[src/verilog/wrb_pkg.sv]
/*
 * Writeback subsystem package
 * Shared widths, select and divide encodings, FSM states and stage structs
 */

package wrb_pkg;

    // Machine word width
    parameter int XLEN = 32;

    // Register value and register index
    typedef logic [XLEN-1:0] data_t;
    typedef logic [4:0]      reg_addr_t;

    // Source of the value written to rd
    typedef enum logic [2:0] {
        RD_WRB_ALU    = 3'd0,
        RD_WRB_INC_PC = 3'd1,
        RD_WRB_DMEM   = 3'd2,
        RD_WRB_CSR    = 3'd3,
        RD_WRB_D_ALU  = 3'd4
    } rd_wrb_sel_e;

    // M-extension divide operations
    typedef enum logic [1:0] {
        DIV  = 2'd0,
        DIVU = 2'd1,
        REM  = 2'd2,
        REMU = 2'd3
    } div_op_e;

    // Divider FSM
    typedef enum logic [1:0] {
        IDLE = 2'd0,
        RUN  = 2'd1,
        DONE = 2'd2
    } div_state_e;

    // LSU/writeback pipe FSM
    typedef enum logic [1:0] {
        EMPTY    = 2'd0,
        WAIT_DIV = 2'd1,
        COMMIT   = 2'd2
    } pipe_state_e;

    // LSU results headed for writeback
    typedef struct packed {
        data_t     alu_result;
        data_t     pc_ff;
        data_t     r_data;
        reg_addr_t rd_addr;
    } lsu2wrb_data_s;

    typedef struct packed {
        rd_wrb_sel_e rd_wrb_sel;
        logic        rd_wr_req;
    } lsu2wrb_ctrl_s;

    typedef struct packed {
        data_t csr_rdata;
    } csr2wrb_data_s;

    // Divide request and result
    typedef struct packed {
        div_op_e op;
        data_t   dividend;
        data_t   divisor;
    } exe2div_s;

    typedef struct packed {
        data_t alu_d_result;
    } div2wrb_s;

    // Register write feedback toward decode
    typedef struct packed {
        data_t     rd_data;
        reg_addr_t rd_addr;
        logic      rd_wr_req;
    } wrb2id_fb_s;

    // Forwarding and hazard info
    typedef struct packed {
        reg_addr_t rd_addr;
        logic      rd_wr_req;
    } wrb2fwd_s;

    typedef struct packed {
        logic      div_pending;
        reg_addr_t rd_addr;
    } pipe2fwd_s;

endpackage : wrb_pkg

[src/verilog/lsu_wrb_pipe.sv]
/*
 * LSU/writeback pipeline register
 * Holds one instruction, launches divides and releases the write on commit
 */

`timescale 1ns/1ps

module lsu_wrb_pipe import wrb_pkg::*; (
    input  logic          clk,
    input  logic          reset_i,

    // Incoming instruction stream
    input  logic          in_valid_i,
    output logic          in_ready_o,
    input  lsu2wrb_data_s lsu2wrb_data_i,
    input  lsu2wrb_ctrl_s lsu2wrb_ctrl_i,
    input  csr2wrb_data_s csr2wrb_data_i,
    input  exe2div_s      exe2div_i,

    // Divider handshake
    output logic          div_start_o,
    output exe2div_s      exe2div_o,
    input  logic          div_done_i,

    // Held entry toward writeback
    output lsu2wrb_data_s lsu2wrb_data_o,
    output lsu2wrb_ctrl_s lsu2wrb_ctrl_o,
    output csr2wrb_data_s csr2wrb_data_o,

    // Pending divide info for the hazard check
    output pipe2fwd_s     pipe2fwd_o
);

    pipe_state_e   state_q, state_d;
    logic          rdy_q;
    logic          accept;
    logic          in_is_div;
    logic          held_is_div;

    lsu2wrb_data_s data_q;
    lsu2wrb_ctrl_s ctrl_q;
    csr2wrb_data_s csr_q;

    assign accept    = in_valid_i && rdy_q;
    assign in_is_div = (lsu2wrb_ctrl_i.rd_wrb_sel == RD_WRB_D_ALU);

    // Next state
    always_comb begin
        state_d = state_q;
        case (state_q)
            EMPTY, COMMIT: begin
                if (accept) begin
                    state_d = in_is_div ? WAIT_DIV : COMMIT;
                end else begin
                    state_d = EMPTY;
                end
            end
            WAIT_DIV: begin
                if (div_done_i) begin
                    state_d = COMMIT;
                end
            end
            default: state_d = EMPTY;
        endcase
    end

    // Ready is registered so it stays low through reset
    always_ff @(posedge clk) begin
        if (reset_i) begin
            state_q <= EMPTY;
            rdy_q   <= 1'b0;
        end else begin
            state_q <= state_d;
            rdy_q   <= (state_d != WAIT_DIV);
        end
    end

    // Entry payload captured on each transfer
    always_ff @(posedge clk) begin
        if (accept) begin
            data_q <= lsu2wrb_data_i;
            ctrl_q <= lsu2wrb_ctrl_i;
            csr_q  <= csr2wrb_data_i;
        end
    end

    assign in_ready_o = rdy_q;

    // Divider launched in the same cycle the divide entry transfers
    assign div_start_o = accept && in_is_div;
    assign exe2div_o   = exe2div_i;

    // Write request only escapes in the commit cycle
    assign lsu2wrb_data_o           = data_q;
    assign csr2wrb_data_o           = csr_q;
    assign lsu2wrb_ctrl_o.rd_wrb_sel = ctrl_q.rd_wrb_sel;
    assign lsu2wrb_ctrl_o.rd_wr_req  = ctrl_q.rd_wr_req && (state_q == COMMIT);

    // Divide result owed to rd until the commit edge
    assign held_is_div = (ctrl_q.rd_wrb_sel == RD_WRB_D_ALU);
    assign pipe2fwd_o.div_pending = held_is_div && ctrl_q.rd_wr_req &&
                                    ((state_q == WAIT_DIV) || (state_q == COMMIT));
    assign pipe2fwd_o.rd_addr     = data_q.rd_addr;

    // Divider answers only the divide this pipe is waiting on
    a_done_in_wait: assert property (@(posedge clk) disable iff (reset_i)
        div_done_i |-> (state_q == WAIT_DIV))
        else $error("div_done outside WAIT_DIV");

endmodule : lsu_wrb_pipe

[src/verilog/divider.sv]
/*
 * Iterative radix-2 restoring divider for DIV, DIVU, REM and REMU
 * Works on magnitudes, then applies sign and divide-by-zero rules
 */

`timescale 1ns/1ps

module divider import wrb_pkg::*; (
    input  logic     clk,
    input  logic     reset_i,

    // Start/done handshake
    input  logic     start_i,
    input  exe2div_s exe2div_i,
    output logic     done_o,
    output div2wrb_s div2wrb_o
);

    // XLEN shift steps plus one fix-up step in RUN
    localparam int CNT_W = $clog2(XLEN + 1);

    div_state_e       state_q, state_d;
    logic [CNT_W-1:0] cnt_q;
    logic             last_step;

    // Operand decode at start
    logic             is_signed;
    logic             dvd_neg;
    logic             dvs_neg;
    data_t            dvd_mag;
    data_t            dvs_mag;

    // One restoring step
    logic [XLEN:0]    rem_shift;
    logic [XLEN:0]    rem_diff;
    data_t            quo_fix;
    data_t            rem_fix;

    // Working registers
    data_t            quo_q;
    data_t            rem_q;
    data_t            dvs_mag_q;
    data_t            dividend_q;
    data_t            result_q;
    logic             quo_neg_q;
    logic             rem_neg_q;
    logic             div_zero_q;
    logic             is_rem_q;

    assign is_signed = (exe2div_i.op == DIV) || (exe2div_i.op == REM);
    assign dvd_neg   = is_signed && exe2div_i.dividend[XLEN-1];
    assign dvs_neg   = is_signed && exe2div_i.divisor[XLEN-1];
    assign dvd_mag   = dvd_neg ? -exe2div_i.dividend : exe2div_i.dividend;
    assign dvs_mag   = dvs_neg ? -exe2div_i.divisor : exe2div_i.divisor;

    // Bring down the next dividend bit and trial subtract
    assign rem_shift = {rem_q, quo_q[XLEN-1]};
    assign rem_diff  = rem_shift - {1'b0, dvs_mag_q};

    // Overflow case needs no special path since negating 2^(XLEN-1) wraps to itself
    assign quo_fix = quo_neg_q ? -quo_q : quo_q;
    assign rem_fix = rem_neg_q ? -rem_q : rem_q;

    assign last_step = (cnt_q == CNT_W'(XLEN));

    always_comb begin
        state_d = state_q;
        case (state_q)
            IDLE:    if (start_i) state_d = RUN;
            RUN:     if (last_step) state_d = DONE;
            DONE:    state_d = IDLE;
            default: state_d = IDLE;
        endcase
    end

    always_ff @(posedge clk) begin
        if (reset_i) begin
            state_q <= IDLE;
            cnt_q   <= '0;
        end else begin
            state_q <= state_d;
            if (state_q == RUN) begin
                cnt_q <= cnt_q + 1'b1;
            end else begin
                cnt_q <= '0;
            end
        end
    end

    always_ff @(posedge clk) begin
        if ((state_q == IDLE) && start_i) begin
            quo_q      <= dvd_mag;
            rem_q      <= '0;
            dvs_mag_q  <= dvs_mag;
            dividend_q <= exe2div_i.dividend;
            quo_neg_q  <= dvd_neg ^ dvs_neg;
            rem_neg_q  <= dvd_neg;
            div_zero_q <= (exe2div_i.divisor == '0);
            is_rem_q   <= (exe2div_i.op == REM) || (exe2div_i.op == REMU);
        end else if ((state_q == RUN) && !last_step) begin
            // Keep the difference when it did not borrow
            if (!rem_diff[XLEN]) begin
                rem_q <= rem_diff[XLEN-1:0];
                quo_q <= {quo_q[XLEN-2:0], 1'b1};
            end else begin
                rem_q <= rem_shift[XLEN-1:0];
                quo_q <= {quo_q[XLEN-2:0], 1'b0};
            end
        end else if (state_q == RUN) begin
            // Divide by zero gives all ones and the dividend back
            if (div_zero_q) begin
                result_q <= is_rem_q ? dividend_q : '1;
            end else begin
                result_q <= is_rem_q ? rem_fix : quo_fix;
            end
        end
    end

    assign done_o                 = (state_q == DONE);
    assign div2wrb_o.alu_d_result = result_q;

    // Pipe must not start a new divide mid-operation
    a_start_idle: assert property (@(posedge clk) disable iff (reset_i)
        start_i |-> (state_q == IDLE))
        else $error("divider started while busy");

endmodule : divider

[src/verilog/writeback.sv]
/*
 * Writeback stage
 * Picks the rd value and builds the feedback and forwarding info
 */

`timescale 1ns/1ps

module writeback import wrb_pkg::*; (
    // Held entry from the LSU pipe
    input  lsu2wrb_data_s lsu2wrb_data_i,
    input  lsu2wrb_ctrl_s lsu2wrb_ctrl_i,
    input  csr2wrb_data_s csr2wrb_data_i,

    // Divider result
    input  div2wrb_s      div2wrb_i,

    // Register write toward decode and regfile
    output wrb2id_fb_s    wrb2id_fb_o,

    // Written value for bypassing
    output data_t         wrb2exe_fb_rd_data_o,

    // Destination info for the forward unit
    output wrb2fwd_s      wrb2fwd_o
);

    data_t rd_data;

    // Destination value select
    always_comb begin
        case (lsu2wrb_ctrl_i.rd_wrb_sel)
            RD_WRB_ALU:    rd_data = lsu2wrb_data_i.alu_result;
            RD_WRB_INC_PC: rd_data = lsu2wrb_data_i.pc_ff;
            RD_WRB_DMEM:   rd_data = lsu2wrb_data_i.r_data;
            RD_WRB_CSR:    rd_data = csr2wrb_data_i.csr_rdata;
            RD_WRB_D_ALU:  rd_data = div2wrb_i.alu_d_result;
            default:       rd_data = '0;
        endcase
    end

    assign wrb2id_fb_o.rd_data   = rd_data;
    assign wrb2id_fb_o.rd_addr   = lsu2wrb_data_i.rd_addr;
    assign wrb2id_fb_o.rd_wr_req = lsu2wrb_ctrl_i.rd_wr_req;

    assign wrb2exe_fb_rd_data_o  = rd_data;

    assign wrb2fwd_o.rd_addr     = lsu2wrb_data_i.rd_addr;
    assign wrb2fwd_o.rd_wr_req   = lsu2wrb_ctrl_i.rd_wr_req;

endmodule : writeback

[src/verilog/regfile.sv]
/*
 * Integer register file
 * 32 entries, two asynchronous reads, one synchronous write, x0 tied to zero
 */

`timescale 1ns/1ps

module regfile import wrb_pkg::*; (
    input  logic       clk,
    input  logic       reset_i,

    // Write port from writeback
    input  wrb2id_fb_s wrb2id_fb_i,

    // Read ports
    input  reg_addr_t  rs1_addr_i,
    input  reg_addr_t  rs2_addr_i,
    output data_t      rs1_data_o,
    output data_t      rs2_data_o
);

    localparam int NREGS = 2 ** $bits(reg_addr_t);

    data_t regs_q [NREGS];

    always_ff @(posedge clk) begin
        if (reset_i) begin
            for (int i = 0; i < NREGS; i++) begin
                regs_q[i] <= '0;
            end
        end else if (wrb2id_fb_i.rd_wr_req && (wrb2id_fb_i.rd_addr != '0)) begin
            regs_q[wrb2id_fb_i.rd_addr] <= wrb2id_fb_i.rd_data;
        end
    end

    // x0 reads as zero
    assign rs1_data_o = (rs1_addr_i == '0) ? '0 : regs_q[rs1_addr_i];
    assign rs2_data_o = (rs2_addr_i == '0) ? '0 : regs_q[rs2_addr_i];

    // No write ever lands in x0
    a_x0_zero: assert property (@(posedge clk) disable iff (reset_i)
        regs_q[0] == '0)
        else $error("x0 storage changed");

endmodule : regfile

[src/verilog/forward_stall.sv]
/*
 * Forward and stall unit for the decode operand reads
 * Bypasses the writeback value and stalls on a pending divide
 */

`timescale 1ns/1ps

module forward_stall import wrb_pkg::*; (
    // Decode operand indices
    input  reg_addr_t rs1_addr_i,
    input  reg_addr_t rs2_addr_i,

    // Register file read data
    input  data_t     rf_rs1_data_i,
    input  data_t     rf_rs2_data_i,

    // Writeback destination and value
    input  wrb2fwd_s  wrb2fwd_i,
    input  data_t     wrb_rd_data_i,

    // Outstanding divide
    input  pipe2fwd_s pipe2fwd_i,

    output data_t     rs1_data_o,
    output data_t     rs2_data_o,
    output logic      fwd_stall_o
);

    logic rs1_wrb_hit, rs2_wrb_hit;
    logic rs1_div_hit, rs2_div_hit;

    // Writes to x0 are never forwarded
    assign rs1_wrb_hit = wrb2fwd_i.rd_wr_req && (rs1_addr_i != '0) &&
                         (rs1_addr_i == wrb2fwd_i.rd_addr);
    assign rs2_wrb_hit = wrb2fwd_i.rd_wr_req && (rs2_addr_i != '0) &&
                         (rs2_addr_i == wrb2fwd_i.rd_addr);

    assign rs1_data_o = rs1_wrb_hit ? wrb_rd_data_i : rf_rs1_data_i;
    assign rs2_data_o = rs2_wrb_hit ? wrb_rd_data_i : rf_rs2_data_i;

    // Hold decode until the divide result is written
    assign rs1_div_hit = (rs1_addr_i != '0) && (rs1_addr_i == pipe2fwd_i.rd_addr);
    assign rs2_div_hit = (rs2_addr_i != '0) && (rs2_addr_i == pipe2fwd_i.rd_addr);
    assign fwd_stall_o = pipe2fwd_i.div_pending && (rs1_div_hit || rs2_div_hit);

endmodule : forward_stall

[src/verilog/wrb_subsys.sv]
/*
 * Back end of the RV32IM pipeline
 * LSU/writeback pipe, divider, writeback, register file and forward unit
 */

`timescale 1ns/1ps

module wrb_subsys import wrb_pkg::*; (
    input  logic          clk,
    input  logic          reset_i,

    // Completed instruction stream
    input  logic          in_valid_i,
    output logic          in_ready_o,
    input  lsu2wrb_data_s lsu2wrb_data_i,
    input  lsu2wrb_ctrl_s lsu2wrb_ctrl_i,
    input  csr2wrb_data_s csr2wrb_data_i,
    input  exe2div_s      exe2div_i,

    // Register write feedback
    output wrb2id_fb_s    wrb2id_fb_o,

    // Decode operand reads
    input  reg_addr_t     rs1_addr_i,
    input  reg_addr_t     rs2_addr_i,
    output data_t         rs1_data_o,
    output data_t         rs2_data_o,
    output logic          fwd_stall_o
);

    // Pipe to divider
    logic          div_start;
    exe2div_s      exe2div;
    logic          div_done;
    div2wrb_s      div2wrb;

    // Pipe to writeback and forward unit
    lsu2wrb_data_s pipe_data;
    lsu2wrb_ctrl_s pipe_ctrl;
    csr2wrb_data_s pipe_csr;
    pipe2fwd_s     pipe2fwd;

    // Writeback to forward unit
    data_t         wrb_rd_data;
    wrb2fwd_s      wrb2fwd;

    // Regfile to forward unit
    data_t         rf_rs1_data;
    data_t         rf_rs2_data;

    lsu_wrb_pipe u_pipe (
        .clk            (clk),
        .reset_i        (reset_i),
        .in_valid_i     (in_valid_i),
        .in_ready_o     (in_ready_o),
        .lsu2wrb_data_i (lsu2wrb_data_i),
        .lsu2wrb_ctrl_i (lsu2wrb_ctrl_i),
        .csr2wrb_data_i (csr2wrb_data_i),
        .exe2div_i      (exe2div_i),
        .div_start_o    (div_start),
        .exe2div_o      (exe2div),
        .div_done_i     (div_done),
        .lsu2wrb_data_o (pipe_data),
        .lsu2wrb_ctrl_o (pipe_ctrl),
        .csr2wrb_data_o (pipe_csr),
        .pipe2fwd_o     (pipe2fwd)
    );

    divider u_div (
        .clk       (clk),
        .reset_i   (reset_i),
        .start_i   (div_start),
        .exe2div_i (exe2div),
        .done_o    (div_done),
        .div2wrb_o (div2wrb)
    );

    writeback u_wrb (
        .lsu2wrb_data_i       (pipe_data),
        .lsu2wrb_ctrl_i       (pipe_ctrl),
        .csr2wrb_data_i       (pipe_csr),
        .div2wrb_i            (div2wrb),
        .wrb2id_fb_o          (wrb2id_fb_o),
        .wrb2exe_fb_rd_data_o (wrb_rd_data),
        .wrb2fwd_o            (wrb2fwd)
    );

    regfile u_rf (
        .clk         (clk),
        .reset_i     (reset_i),
        .wrb2id_fb_i (wrb2id_fb_o),
        .rs1_addr_i  (rs1_addr_i),
        .rs2_addr_i  (rs2_addr_i),
        .rs1_data_o  (rf_rs1_data),
        .rs2_data_o  (rf_rs2_data)
    );

    forward_stall u_fwd (
        .rs1_addr_i    (rs1_addr_i),
        .rs2_addr_i    (rs2_addr_i),
        .rf_rs1_data_i (rf_rs1_data),
        .rf_rs2_data_i (rf_rs2_data),
        .wrb2fwd_i     (wrb2fwd),
        .wrb_rd_data_i (wrb_rd_data),
        .pipe2fwd_i    (pipe2fwd),
        .rs1_data_o    (rs1_data_o),
        .rs2_data_o    (rs2_data_o),
        .fwd_stall_o   (fwd_stall_o)
    );

endmodule : wrb_subsys

[config.mk]
export PLATFORM = sky130hd
export DESIGN_NAME = wrb_subsys
export DESIGN_NICKNAME = d
export VERILOG_FILES = /design/src/verilog/wrb_pkg.sv /design/src/verilog/lsu_wrb_pipe.sv /design/src/verilog/divider.sv /design/src/verilog/writeback.sv /design/src/verilog/regfile.sv /design/src/verilog/forward_stall.sv /design/src/verilog/wrb_subsys.sv
export SDC_FILE = /design/constraint.sdc
export NUM_CORES = 2
export LEC_CHECK = 0
export BUFFER_PORTS_ARGS = -buffer_cell sky130_fd_sc_hd__buf_2
export CORE_ASPECT_RATIO = 1.5
export CORE_MARGIN = 2
export CORE_UTILIZATION = 55
export CTS_BUF_LIST = sky130_fd_sc_hd__clkbuf_2 sky130_fd_sc_hd__clkbuf_4 sky130_fd_sc_hd__clkbuf_8
export DETAILED_ROUTE_END_ITERATION = 7
export GPL_TIMING_DRIVEN = 0
export PLACE_DENSITY = 0.73
export SYNTH_ARGS = -nofsm -noshare
export SYNTH_HDL_FRONTEND = slang
export SYNTH_SLANG_ARGS = --single-unit
export TNS_END_PERCENT = 20
[constraint.sdc]
create_clock -name clk -period 4.2 [get_ports clk]
set_clock_uncertainty 0.15 [all_clocks]
set_input_delay 0.21 -clock clk [delete_from_list [all_inputs] [get_ports clk]]
set_output_delay 0.21 -clock clk [all_outputs]
set_load 0.005 [all_outputs]
==> results by group <==
Outcome
  • Outcome: finished with violations
  • Failing checks: capacitance limit, slew limit, setup timing

STA
  • Slew Limit Headroom: -0.437%
  • Slew Viols, Final: 10
  • Max Clock Freq: 230 MHz
  • Min Tclk post-route: 4.35 ns
  • Least-Margin Pin Slew: 1.51 ns
  • Period Utilization, post-route: 103%
  • RSZ-0062 raised after global routing: true
  • Final hold violation count: 0
  • Final setup vio count: 33
  • Worst Slack Setup Final: -0.146 ns

Yosys
  • EDFF count, synth: around 1.3k
  • Sequential fraction of the synthesis area: between 50% and 60%
  • Asr flop ratio synth: 0%
  • Commonest cells in the netlist: 1,293 x edfxtp_1, 1,087 x nor2_1, 641 x mux4_2
  • Syn_area_per_cell: 14.3 µm²
  • Distinct cells, synth: 69
  • Synthesized flop and latch total: about 1.3k
  • Yosys top cell area share: 56.8%
  • Top-count cell post-synth: edfxtp_1
  • Dominant cell type by area after synthesis: edfxtp_1
  • Mapped Cells: ~4.8k
  • Ranking of synthesized cells by area: edfxtp_1 57%, mux4_2 21%, nor2_1 6.0%
  • Most used DFF post-synth: edfxtp_1
  • Mapped Area: 68,300 µm²
  • Yosys warns: 0

Global routing
  • Global-route wire length before repair: 321,000 µm
  • Largest net degree at the start of global routing: slightly above 70
  • Antenna violations before repair: 14
  • Total GRT Usage: 34.8%
  • Number of global-route vias before repair: 50.9k
  • GR Overflow Total: 0

Place
  • Placed Area: 72,600 µm²
  • Final Wtd Congestion: 0.985
  • Port Buffers: 312
  • Hpwl dp: 163,000 µm

Detailed routing
  • First drt pass iteration count: 6
  • Met2 routed WL: around 110,000 µm
  • Met3 wire length: 18,500 µm
  • Detailed-route DRC error count: 0
  • Number of DRC markers in iteration 0: 5,858
  • Top sig layer: met5
  • Antenna Nets Post-Route: 0
  • Vias per inst: 6.44
  • Vias: 48.7k
  • M1 WL: 69,200 µm
  • WL final: 220,000 µm
  • Wire length per cell: around 30 µm

Worst setup path
  • Slowest cell on crit path: nor3_2
  • Crit Path Max Fanout: 10
  • Crit-path max cell delay: 0.65 ns
  • WP data arrival: 3.99 ns
  • CP required: 3.84 ns
  • Setup crit end kind: primary output
  • CP top delay family: buffers and inverters
  • CP startpoint: u_pipe.lsu2wrb_ctrl_o[2]
  • R2R Path Start: u_pipe.in_ready_o
  • CP cell instances: clkbuf_2 > nor3_2 > clkbuf_2 > a221oi_2 > buf_2 > o22ai_1 > buf_2
  • Critical path class: reg2out
  • CP Launch Type: register
  • Buf+Inv Stages, Crit Path: 4

CTS
  • Num CTS Buffers: 197
  • H-tree depth: 4
  • CTS tree: done
  • Clock Tree Root: clkbuf_8
  • Clk buf depth: 3
  • Clock transition at path regs: 0.07 ns
  • CTS sink cnt: 1,336
  • Clk Latency, worst-skew pair: 0.96 ns

Power and ir drop
  • Flop pwr share: 47.6%
  • PwrDens: 407 nW/µm²
  • Pint: 0.0236 W
  • Power share of the combinational group: 18.9%
  • Switching power: approximately 0.0097 W
  • Clock share of power: approximately a third
  • Pleak: 29.5 nW
  • Switch share: 29.1%
  • Peak VDD IR: 0.350 mV
  • Power, Total: 0.0333 W

Die
  • Die height: 436 µm
  • # rows: 158
  • Initial core utilization: 55.4%
  • CORE AREA: ~120,000 µm²
  • # IOs: 320
  • Full die area: 127,000 µm²
  • DIE WIDTH: a little under 300 µm

Finish
  • Nets: 6,054
  • Post-layout util: 66.2%
  • Fraction of layout cells with a size suffix above 1: 25.1%
  • Fillcell total: 8,653
  • Sequential cell area: 39,700 µm²
  • Multi-input gate area: approximately 27,000 µm²
  • Area delta synth->final: 19.6%
  • Post-route cell area: a little over 80,000 µm²

Min path
  • Hold path start: exe2div_i[31]
  • Worst Hold Class: in2reg

Run
  • Max Cap Violations: 1
[worst register-to-register path: stages (launching register included)]
cell and delay [ns]:
dfxtp_1 0.35, nand2_1 0.24, or4_1 0.30, clkbuf_1 0.33, inv_4 0.38, nor2_1 0.38, buf_1 0.85, clkinvlp_4 0.81
[timing repair]
action,CTS,global route
endpoints found under the setup margin,127,132
endpoints found under the hold margin,259,0
pin swaps,1,0
gates resized for setup,105,66
cloned,0,1
setup buffers,10,1
hold buffers,437,0
[flip-flops by register name, summed over array words and instances (netlist names), 2 cells and up]
| name | cells |
|---|---|
| u_rf.regs_q | 1024 |
| u_pipe.lsu2wrb_data_o | 101 |
| u_div.div2wrb_o | 32 |
| u_div.dividend_q | 32 |
| u_div.dvs_mag_q | 32 |
| u_div.quo_q | 32 |
| u_div.rem_q | 32 |
| u_pipe.csr2wrb_data_o | 32 |
| u_div.cnt_q | 6 |
| u_pipe.lsu2wrb_ctrl_o | 3 |
| u_div.state_q | 2 |
| u_pipe.state_q | 2 |
[through the flow]
step                      setup TNS [ns]  hold WS, ns  setup slack (ns)  instances
after floorplan                        0        0.159             0.142       4803
after global placement           -401.93        0.236             -1.74       6715
after detailed placement          -46.56        0.238            -0.855       6751
after CTS                         -0.325     0.000786            -0.141       7551
after global routing               -2.48       0.0537            -0.176       7557
final                              -1.28        0.104            -0.146       7559
[power groups by stage]
stage / combinational, W / sequential [W] / clock (W)
finish: 0.00628 / 0.0158 / 0.0111
global route: 0.00665 / 0.0159 / 0.0117
CTS: 0.00603 / 0.0158 / 0.0111
detailed placement: 0.00563 / 0.0161 / 0
global placement: 0.00549 / 0.0160 / 0
floorplan: 0.00382 / 0.0158 / 0
[layout by cell type (no fill, tap or decap), drive strengths merged, types with 21 or more instances in the layout]
master / netlist / routed
edfxtp: 1293 / 1293
mux2i: 120 / 120
o31ai: 25 / 25
xnor2: 77 / 77
dlygate4sd3: 0 / 437
inv: 91 / 97
nand2b: 46 / 46
clkbuf: 373 / 632
buf: 72 / 417
xor2: 84 / 84
nand3: 29 / 29
or4: 21 / 21
clkinv: 0 / 70
ha: 42 / 42
nand2: 189 / 189
o22ai: 65 / 65
mux4: 641 / 641
dfxtp: 43 / 43
a21oi: 88 / 88
o21ai: 140 / 140
nor2: 1087 / 1087
a221oi: 31 / 31
conb: 1 / 32
a22oi: 33 / 33
nor3: 22 / 22
[routing by layer]
metal,track usage (%),vias to the layer above
li1,-,20400
met1,37.5,24400
met2,62.2,3067
met3,6.17,793
met4,23.3,8
met5,0,-
[cells by family after synthesis]
group / after synthesis / synth area share (%)
xor gates and xnor gates: 161 / 2.08
and+or+nand+nor: 1466 / 8.80
DFF: 1336 / 58.1
muxes: 761 / 22.9
buffers and inverters: 536 / 2.98
AOI/OAI and AO/OA: 468 / 4.35
other: 1 / 0.00549
adders and majority gates: 43 / 0.799
[final timing paths]
check                endpoint  slack, ns  cells past startpoint
min reg2reg    u_div.cnt_q[0]       0.31                      1
min          u_div.div_zero_q       0.10                      3
max reg2reg   u_div.quo_q[29]      -0.04                      7
max             rs2_data_o[5]      -0.15                      7
[layout make-up]
| class | instances | share of cell area [%] |
|---|---|---|
| inverters | 91 | 0.430 |
| repair inverters | 1 | 0.00919 |
| clock buffers | 260 | 3.95 |
| plain buffers | 441 | 2.26 |
| clock inverters | 97 | 0.988 |
| well taps | 1600 | 2.45 |
| multi-input cells | 2931 | 33.3 |
| repair buffers | 796 | 8.01 |
| diodes | 6 | 0.0184 |
| flip-flops and latches | 1336 | 48.6 |
Note: power is estimated with default switching activity, not from simulation.
